**config.mk**
```make
export PLATFORM = sky130hd
export DESIGN_NAME = controlUnit
export DESIGN_NICKNAME = d
export VERILOG_FILES = /design/src/hdl/ctrlPkg.sv /design/src/hdl/controlEncoder.sv /design/src/hdl/controlUnit.sv /design/src/hdl/instrDecoder.sv /design/src/hdl/stepSequencer.sv
export SDC_FILE = /design/constraint.sdc
export NUM_CORES = 1
export LEC_CHECK = 0
export BUFFER_PORTS_ARGS = -buffer_cell sky130_fd_sc_hd__clkbuf_2
export CORE_AREA = 2 2 58 81
export DETAILED_ROUTE_END_ITERATION = 8
export DIE_AREA = 0 0 60 83
export PLACE_DENSITY = 0.84
export SLEW_MARGIN = 0
export SYNTH_ARGS = -nofsm -noshare
export SYNTH_HDL_FRONTEND = slang
export SYNTH_HIERARCHICAL = 1
export SYNTH_SLANG_ARGS = --single-unit
```
**constraint.sdc**
```tcl
create_clock -name clk -period 3.6 [get_ports clk]
set_input_delay 0.36 -clock clk [delete_from_list [all_inputs] [get_ports clk]]
set_output_delay 0.36 -clock clk [all_outputs]
set_load 0.005 [all_outputs]
```
**src/hdl/ctrlPkg.sv**
```systemverilog
package ctrlPkg;

  typedef logic [5:0] opcode_t;
  typedef logic [5:0] funct_t;
  typedef logic [2:0] step_t;

  localparam opcode_t opRType = 6'h00;
  localparam opcode_t opJ = 6'h02;
  localparam opcode_t opJal = 6'h03;

  // R-type funct codes
  localparam funct_t fnSll = 6'h00;
  localparam funct_t fnSrl = 6'h02;
  localparam funct_t fnSra = 6'h03;
  localparam funct_t fnSllv = 6'h04;
  localparam funct_t fnSrav = 6'h07;
  localparam funct_t fnJr = 6'h08;
  localparam funct_t fnBreak = 6'h0D;
  localparam funct_t fnMfhi = 6'h10;
  localparam funct_t fnMflo = 6'h12;
  localparam funct_t fnRte = 6'h13;
  localparam funct_t fnAdd = 6'h20;
  localparam funct_t fnSub = 6'h22;
  localparam funct_t fnAnd = 6'h24;
  localparam funct_t fnSlt = 6'h2A;

  typedef enum logic [3:0] {
    aluPassA = 4'd0,
    aluAdd = 4'd1,
    aluSub = 4'd2,
    aluAnd = 4'd3,
    aluPassB = 4'd4,   // Through the auxiliary ALU
    aluShiftL1 = 4'd5,
    aluShiftL2 = 4'd6,
    aluShiftR = 4'd7,
    aluShiftRa1 = 4'd8,
    aluShiftRa2 = 4'd9,
    aluSlti = 4'd10,
    aluBeq = 4'd11,
    aluBne = 4'd12,
    aluBle = 4'd13,
    aluBgt = 4'd14,
    aluLui = 4'd15
  } aluOp_t;

  typedef enum logic [3:0] {
    clsUnsupported,
    clsAluReg,
    clsShiftVar,
    clsShiftImm,
    clsJumpReg,
    clsMoveHiLo,
    clsReturnExc,
    clsBreak,
    clsJump,
    clsJumpLink
  } instrClass_t;

  typedef enum logic [1:0] {pcAluResult = 2'd0, pcAluOut = 2'd1, pcJumpTarget = 2'd2,
                            pcEpc = 2'd3} pcSrc_t;
  typedef enum logic [1:0] {srcAPc = 2'd0, srcARegA = 2'd1} aluSrcA_t;
  typedef enum logic [1:0] {srcBRegB = 2'd0, srcBFour = 2'd1} aluSrcB_t;
  typedef enum logic [1:0] {dstRt = 2'd0, dstRd = 2'd1, dstRa = 2'd3} regDst_t;
  typedef enum logic [2:0] {dataAluOut = 3'd0, dataHi = 3'd3, dataLo = 3'd4,
                            dataPc = 3'd6} regData_t;

  // Fetch first so a cold start counts as having left reset
  typedef enum logic [1:0] {phaseFetch = 2'd0, phaseExec = 2'd1, phaseReset = 2'd2} phase_t;

  // Execute cycles after fetch; 0 means straight back to fetch
  function automatic step_t execSteps(instrClass_t cls);
    case (cls)
      clsAluReg, clsShiftImm, clsJumpReg, clsBreak: return 3'd5;
      clsShiftVar: return 3'd6;   // Shifter needs an extra cycle
      clsMoveHiLo, clsReturnExc, clsJumpLink: return 3'd2;
      default: return 3'd0;
    endcase
  endfunction

endpackage

```
**src/hdl/controlEncoder.sv**
```systemverilog
module controlEncoder import ctrlPkg::*; #(
  parameter int MemLatency = 1
) (
  input logic clk,
  input logic reset_in,
  input phase_t phase,
  input step_t step,
  input instrClass_t instrClass,
  input aluOp_t aluFunc,
  input opcode_t opcode,
  input funct_t funct,
  output logic pcWrite,
  output logic irWrite,
  output logic aluOutWrite,
  output logic regWrite,
  output logic regAWrite,
  output logic regBWrite,
  output pcSrc_t pcSrc,
  output aluSrcA_t aluSrcA,
  output aluSrcB_t aluSrcB,
  output regDst_t regDst,
  output regData_t regData,
  output aluOp_t aluOp
);

  localparam step_t LastFetch = step_t'(MemLatency + 1);

  logic jumpOp;
  logic moveOp;
  logic immShift;
  step_t writeStep;

  assign jumpOp = (opcode == opJ) || (opcode == opJal);
  assign moveOp = (opcode == opRType) && ((funct == fnMfhi) || (funct == fnMflo));
  assign immShift = (instrClass == clsShiftImm);
  assign writeStep = (instrClass == clsShiftVar) ? 3'd3 : 3'd2;  // Register file write step

  always_ff @(posedge clk) begin
    // Everything drops back to idle unless a step asks for it
    pcWrite <= 1'b0;
    irWrite <= 1'b0;
    aluOutWrite <= 1'b0;
    regWrite <= 1'b0;
    regAWrite <= 1'b0;
    regBWrite <= 1'b0;
    pcSrc <= pcAluResult;
    aluSrcA <= srcAPc;
    aluSrcB <= srcBRegB;
    regDst <= dstRt;
    regData <= dataAluOut;
    aluOp <= aluPassA;
    if (!reset_in) begin
      case (phase)
        phaseFetch: begin
          if (step == '0) begin  // PC + 4 into aluOut, load IR
            irWrite <= 1'b1;
            aluOutWrite <= 1'b1;
            aluOp <= aluAdd;
            aluSrcA <= srcAPc;
            aluSrcB <= srcBFour;
            pcSrc <= pcAluResult;
          end else if (step == LastFetch) begin
            pcWrite <= 1'b1;
            pcSrc <= jumpOp ? pcJumpTarget : pcAluOut;
            if (opcode == opJal) begin
              regWrite <= 1'b1;
              regDst <= dstRa;
              regData <= dataPc;
            end else if (moveOp) begin
              regWrite <= 1'b1;
              regDst <= dstRd;
              regData <= (funct == fnMfhi) ? dataHi : dataLo;
            end
          end
        end
        phaseExec: begin
          case (instrClass)
            clsAluReg, clsShiftVar, clsShiftImm: begin
              if (step == '0) begin
                regAWrite <= !immShift;   // Shift amount comes from the instruction
                regBWrite <= 1'b1;
              end
              if (step != '0 && step <= writeStep) begin
                if (!immShift) aluSrcA <= srcARegA;
                aluSrcB <= srcBRegB;
                aluOp <= aluFunc;
              end
              if (step == writeStep - 3'd1) aluOutWrite <= 1'b1;
              if (step == writeStep) begin
                regWrite <= 1'b1;
                regDst <= dstRd;
                regData <= dataAluOut;
              end
            end
            clsJumpReg: begin
              if (step == 3'd0) regAWrite <= 1'b1;
              if (step == 3'd1 || step == 3'd2) begin
                aluSrcA <= srcARegA;
                aluOp <= aluPassA;
              end
              if (step == 3'd2) begin
                pcSrc <= pcAluResult;   // Straight from the ALU
                pcWrite <= 1'b1;
              end
            end
            clsReturnExc: begin
              if (step == 3'd0) begin
                pcSrc <= pcEpc;
                pcWrite <= 1'b1;
              end
            end
            clsBreak: begin
              if (step == 3'd0) begin  // Undo the fetch increment
                aluSrcA <= srcAPc;
                aluSrcB <= srcBFour;
                aluOp <= aluSub;
                aluOutWrite <= 1'b1;
              end
              if (step == 3'd2) begin
                pcSrc <= pcAluOut;
                pcWrite <= 1'b1;
              end
            end
            default: ;   // mfhi, mflo and jal only wait for the write
          endcase
        end
        default: ;
      endcase
    end
  end

endmodule

```
**src/hdl/controlUnit.sv**
```systemverilog
module controlUnit import ctrlPkg::*; #(
  parameter int MemLatency = 1
) (
  input logic clk,
  input logic reset_in,
  input opcode_t opcode,
  input funct_t funct,
  output logic resetOut,
  output logic pcWrite,
  output logic irWrite,
  output logic aluOutWrite,
  output logic regWrite,
  output logic regAWrite,
  output logic regBWrite,
  output pcSrc_t pcSrc,
  output aluSrcA_t aluSrcA,
  output aluSrcB_t aluSrcB,
  output regDst_t regDst,
  output regData_t regData,
  output aluOp_t aluOp
);

  logic decodeNow;
  instrClass_t instrClass;
  aluOp_t aluFunc;
  phase_t phase;
  step_t step;

  instrDecoder decoder (
    .clk(clk),
    .reset_in(reset_in),
    .opcode(opcode),
    .funct(funct),
    .decodeNow(decodeNow),
    .instrClass(instrClass),
    .aluFunc(aluFunc)
  );

  stepSequencer #(.MemLatency(MemLatency)) sequencer (
    .clk(clk),
    .reset_in(reset_in),
    .instrClass(instrClass),
    .phase(phase),
    .step(step),
    .decodeNow(decodeNow),
    .resetOut(resetOut)
  );

  controlEncoder #(.MemLatency(MemLatency)) encoder (
    .clk(clk),
    .reset_in(reset_in),
    .phase(phase),
    .step(step),
    .instrClass(instrClass),
    .aluFunc(aluFunc),
    .opcode(opcode),
    .funct(funct),
    .pcWrite(pcWrite),
    .irWrite(irWrite),
    .aluOutWrite(aluOutWrite),
    .regWrite(regWrite),
    .regAWrite(regAWrite),
    .regBWrite(regBWrite),
    .pcSrc(pcSrc),
    .aluSrcA(aluSrcA),
    .aluSrcB(aluSrcB),
    .regDst(regDst),
    .regData(regData),
    .aluOp(aluOp)
  );

endmodule

```
**src/hdl/instrDecoder.sv**
```systemverilog
module instrDecoder import ctrlPkg::*; (
  input logic clk,
  input logic reset_in,
  input opcode_t opcode,
  input funct_t funct,
  input logic decodeNow,
  output instrClass_t instrClass,
  output aluOp_t aluFunc
);

  instrClass_t liveClass;
  instrClass_t heldClass;
  funct_t heldFunct;

  always_comb begin
    liveClass = clsUnsupported;
    if (opcode == opJ) liveClass = clsJump;
    else if (opcode == opJal) liveClass = clsJumpLink;
    else if (opcode == opRType) begin
      case (funct)
        fnAdd, fnAnd, fnSub, fnSlt: liveClass = clsAluReg;
        fnSrav, fnSllv: liveClass = clsShiftVar;
        fnSll, fnSra, fnSrl: liveClass = clsShiftImm;
        fnJr: liveClass = clsJumpReg;
        fnMfhi, fnMflo: liveClass = clsMoveHiLo;
        fnRte: liveClass = clsReturnExc;
        fnBreak: liveClass = clsBreak;
        default: liveClass = clsUnsupported;
      endcase
    end
  end

  always_ff @(posedge clk) begin
    if (reset_in) heldClass <= clsUnsupported;
    else if (decodeNow) heldClass <= liveClass;
  end

  always_ff @(posedge clk) begin
    if (decodeNow) heldFunct <= funct;
  end

  // Sequencer needs the class during the decode step itself
  assign instrClass = decodeNow ? liveClass : heldClass;

  always_comb begin
    case (heldFunct)
      fnAdd: aluFunc = aluAdd;
      fnSub: aluFunc = aluSub;
      fnAnd: aluFunc = aluAnd;
      fnSlt: aluFunc = aluSlti;
      fnSrav: aluFunc = aluShiftRa2;
      fnSllv: aluFunc = aluShiftL2;
      fnSll: aluFunc = aluShiftL1;
      fnSra: aluFunc = aluShiftRa1;
      fnSrl: aluFunc = aluShiftR;
      default: aluFunc = aluPassA;
    endcase
  end

endmodule

```
**src/hdl/stepSequencer.sv**
```systemverilog
module stepSequencer import ctrlPkg::*; #(
  parameter int MemLatency = 1
) (
  input logic clk,
  input logic reset_in,
  input instrClass_t instrClass,
  output phase_t phase,
  output step_t step,
  output logic decodeNow,
  output logic resetOut
);

  localparam step_t LastFetch = step_t'(MemLatency + 1);

  step_t nextStep;
  step_t execLen;

  assign nextStep = step + 3'd1;
  assign execLen = execSteps(instrClass);
  assign decodeNow = (phase == phaseFetch) && (step == LastFetch);

  always_ff @(posedge clk) begin
    if (reset_in) begin
      // High only on the edge that enters reset
      if (phase == phaseReset) resetOut <= 1'b0;
      else resetOut <= 1'b1;
      phase <= phaseReset;
      step <= '0;
    end else begin
      resetOut <= 1'b0;
      case (phase)
        phaseReset: begin
          phase <= phaseFetch;
          step <= '0;
        end
        phaseFetch: begin
          if (decodeNow) begin
            step <= '0;
            phase <= (execLen == '0) ? phaseFetch : phaseExec;  // j and unknown ops refetch
          end else begin
            step <= nextStep;
          end
        end
        phaseExec: begin
          if (nextStep == execLen) begin
            phase <= phaseFetch;
            step <= '0;
          end else begin
            step <= nextStep;
          end
        end
        default: begin
          phase <= phaseReset;
          step <= '0;
        end
      endcase
    end
  end

endmodule

```
==> key figures <==
Run status
  • Outcome: finished clean

Timing
  • RSZ-0062 raised after global routing: false
  • Pins Over Slew Limit: 0
  • Accumulated negative setup slack: 0 ns
  • Crit path time final: 3.18 ns
  • Post-layout worst setup margin: 0.419 ns
  • # setup viols final: 0
  • Worst Skew: 0.00493 ns
  • Worst-Margin Slew: 0.713 ns
  • Max_slew headroom: 0.518
  • Count of final hold-check violations: 0
  • Fmax: 314 MHz
  • Fin crit share: 0.884

GRT
  • First-pass GRT wire length: 6760 µm
  • Global route total overflow: 0
  • Vias in the first global route: 1540
  • GRT Total Usage: 0.174
  • Largest net degree at the start of global routing: 21
  • Antenna violations before repair: 0

Route
  • ANT nets after route: 0
  • Via density: 5.42
  • Via Count: 1755
  • DRT Pass-1 Iters: 4
  • WL per Instance: 12.9 µm
  • Final WL: 4170 µm
  • DRC errors left: 0
  • Iter 0 DRT Violations: 63

Clock tree
  • Number of setup buffers added after CTS: 0
  • Root Buffer: clkbuf_8
  • Clock slew at reported path FFs: 0.06 ns
  • Clock H-tree levels: 2
  • CTS tree: built
  • Num CTS Buffers: 5
  • Clk sinks: 34
  • CTS Buffer Depth: 2
  • Cts repair resizes: 0
  • CTS hold repair buffers: 0
  • Clk_lat worst skew: 0.28 ns

Yosys
  • Synth Area in Compound Gates: 0.177
  • Post-Synth XOR/XNOR Area: 0.0257
  • Number of synthesized register bits: 34
  • Average cell area after synthesis: 9.26 µm²
  • Synth Area in Simple Gates: 0.301
  • Largest family of logic cells by synthesized area: simple AND/OR/NAND/NOR gates
  • Post-Synthesis Cell Area: 2050 µm²
  • Post-synth EDFFs: 6
  • Mux contribution to synthesized area: 0.0202
  • Post-synthesis sequential area ratio: 0.362
  • Post-synth top area cell: dfxtp_1
  • Synth Area in Adders: 0.0672
  • Ys Warns: 6
  • Post-synth cell types: 60
  • Synth top area share: 0.274
  • Cells after Synth: 221
  • Ranking of synthesized cells by area: dfxtp_1 27%, edfxtp_1 8.8%, ha_1 6.7%, nand2b_1 2.8%, a21oi_1 2.7%
  • Post-synth top flop: dfxtp_1
  • Ys async rst share: 0

Power and ir drop
  • Leak: 0.000955 µW
  • PD cells: 307 nW/µm²
  • Peak VDD IR: 0.179 mV

Floorplanning
  • Die Span Y: 83 µm
  • Initial core utilization: 0.483
  • I/O pin cnt: 36
  • Core box area: 4240 µm²
  • Die area: 4980 µm²
  • Row Count: 28
  • Chip width: 60 µm

Placement
  • Port Buffer Count: 33
  • Gp weighted congestion: 0.856
  • Final HPWL DP: 3190 µm
  • Setup WS pre-CTS: 0.423 ns

Worst setup path
  • Crit Path Class: reg -> reg
  • Crit-path max FO: 11
  • CP cell instances: ha_1 -> nor2b_2 -> nor3b_2 -> buf_4 -> o211ai_1 -> nand2_1 -> buf_4 -> inv_1 -> ha_1 -> a21oi_2 -> a21oi_2 -> nor4_4 -> o221ai_1
  • CP startpoint kind: flip-flop
  • Register-to-register setup slack: 0.42 ns
  • Worst path max stage delay: 0.53 ns
  • Worst endpoint required time: 3.75 ns
  • Critical path data arrival time: 3.33 ns
  • CP Capture Type: flip-flop
  • Critical path's slowest cell: dfxtp_1

Final layout
  • Antenna cell count: 0
  • Commonest non-fill, non-tap cell in the layout: clkbuf_2
  • Net count, final: 288
  • Layout cells sized above 1: 0.258
  • Most frequent cells in the layout: 33 x clkbuf_2, 28 x dfxtp_1, 14 x nand2_1
  • Synthesis-to-layout area growth: 16.8%

Hold path
  • Hold Crit Class: in -> reg

Run
  • Max-cap violation count: 0
==> metrics by stage <==
stage / utilization / total power (µW) / hold slack [ns] / instance area, µm² / cells
after global placement: 0.545 / 481 / 0.467 / 2310 / 316
after global routing: 0.564 / 765 / 0.337 / 2390 / 324
final: 0.564 / 734 / 0.340 / 2390 / 324
after detailed placement: 0.545 / 483 / 0.488 / 2310 / 316
after CTS: 0.564 / 737 / 0.334 / 2390 / 324
after floorplan: - / 455 / 0.429 / 2060 / 222
==> cells in the mapped netlist, types with 3 or more instances <==
cell       n
nor2_1    11
and2_1     3
ha_1      11
buf_4      3
nor2b_1    4
buf_2      3
mux2i_1    3
inv_1     11
nand2b_1   9
nand4b_1   3
nor4_1     4
nand2_1   14
nor3_1     8
a21oi_2    4
dfxtp_1   28
o21ai_0   11
edfxtp_1   6
nor4b_1    4
xnor2_1    4
or3_1      4
a21oi_1   11
a31oi_1    4
nand3_1    5
==> flip-flops by register name (all words and copies together) (netlist names) <==
signal               count
decoder/heldClass        4
decoder/heldFunct        6
encoder/aluOp            4
encoder/aluOutWrite      1
encoder/aluSrcA          1
encoder/aluSrcB          1
encoder/irWrite          1
encoder/pcSrc            2
encoder/pcWrite          1
encoder/regAWrite        1
encoder/regBWrite        1
encoder/regData          3
encoder/regDst           2
sequencer/phase          2
sequencer/resetOut       1
sequencer/step           3
==> cell families after synthesis <==
| kind of cell | after synthesis |
|---|---|
| DFF | 34 |
| AOI/OAI and AO/OA | 51 |
| xor gates and xnor gates | 6 |
| other | 1 |
| adders and majority gates | 11 |
| and+or+nand+nor | 95 |
| muxes | 4 |
| buffers and inverters | 19 |
==> area by class of cell <==
| cell class | count | area [µm²] |
|---|---|---|
| clock buffer | 8 | 80.1 |
| fill | 387 | 1850 |
| inverter | 11 | 41.3 |
| multi-input combinational | 169 | 1220 |
| sequential | 34 | 741 |
| tap | 60 | 75.1 |
| timing repair buffer | 42 | 233 |
==> worst paths after layout <==
check                                        from                              end  cells after the start
hold reg to reg   decoder/heldClass[2]$_SDFF_PP0_  decoder/heldClass[2]$_SDFF_PP0_                      2
hold / removal                           funct[1]   decoder/heldFunct[1]$_DFFE_PP_                      1
setup reg to reg     sequencer/step[1]$_SDFF_PP0_     sequencer/step[2]$_SDFF_PP0_                     13
setup / recovery     sequencer/step[1]$_SDFF_PP0_     sequencer/step[2]$_SDFF_PP0_                     13
==> per-layer routing <==
| layer | track usage | wire length, µm | vias to the layer above |
|---|---|---|---|
| met4 | 0.0909 | 114 | 0 |
| met1 | 0.212 | 1800 | 799 |
| met2 | 0.284 | 2120 | 50 |
| met3 | 0.0296 | 138 | 10 |
| li1 | - | - | 896 |
| met5 | 0 | 0 | - |
==> power by group <==
part	internal, µW	total [µW]	switching [µW]
Clock	137	258	121
Combinational	32.8	76.1	43.4
Sequential	393	399	5.57
Total	563	734	170
==> worst max-delay path: cells and delay by family (launching register included) <==
family,cells,cell delay (ns)
AO/OA/AOI/OAI,4,0.65
AND/OR/NAND/NOR,4,0.87
buffers and inverters,3,0.46
flip-flops,1,0.53
adder cells (fa/ha/maj),2,0.53
Note: power is estimated with default switching activity, not from simulation.
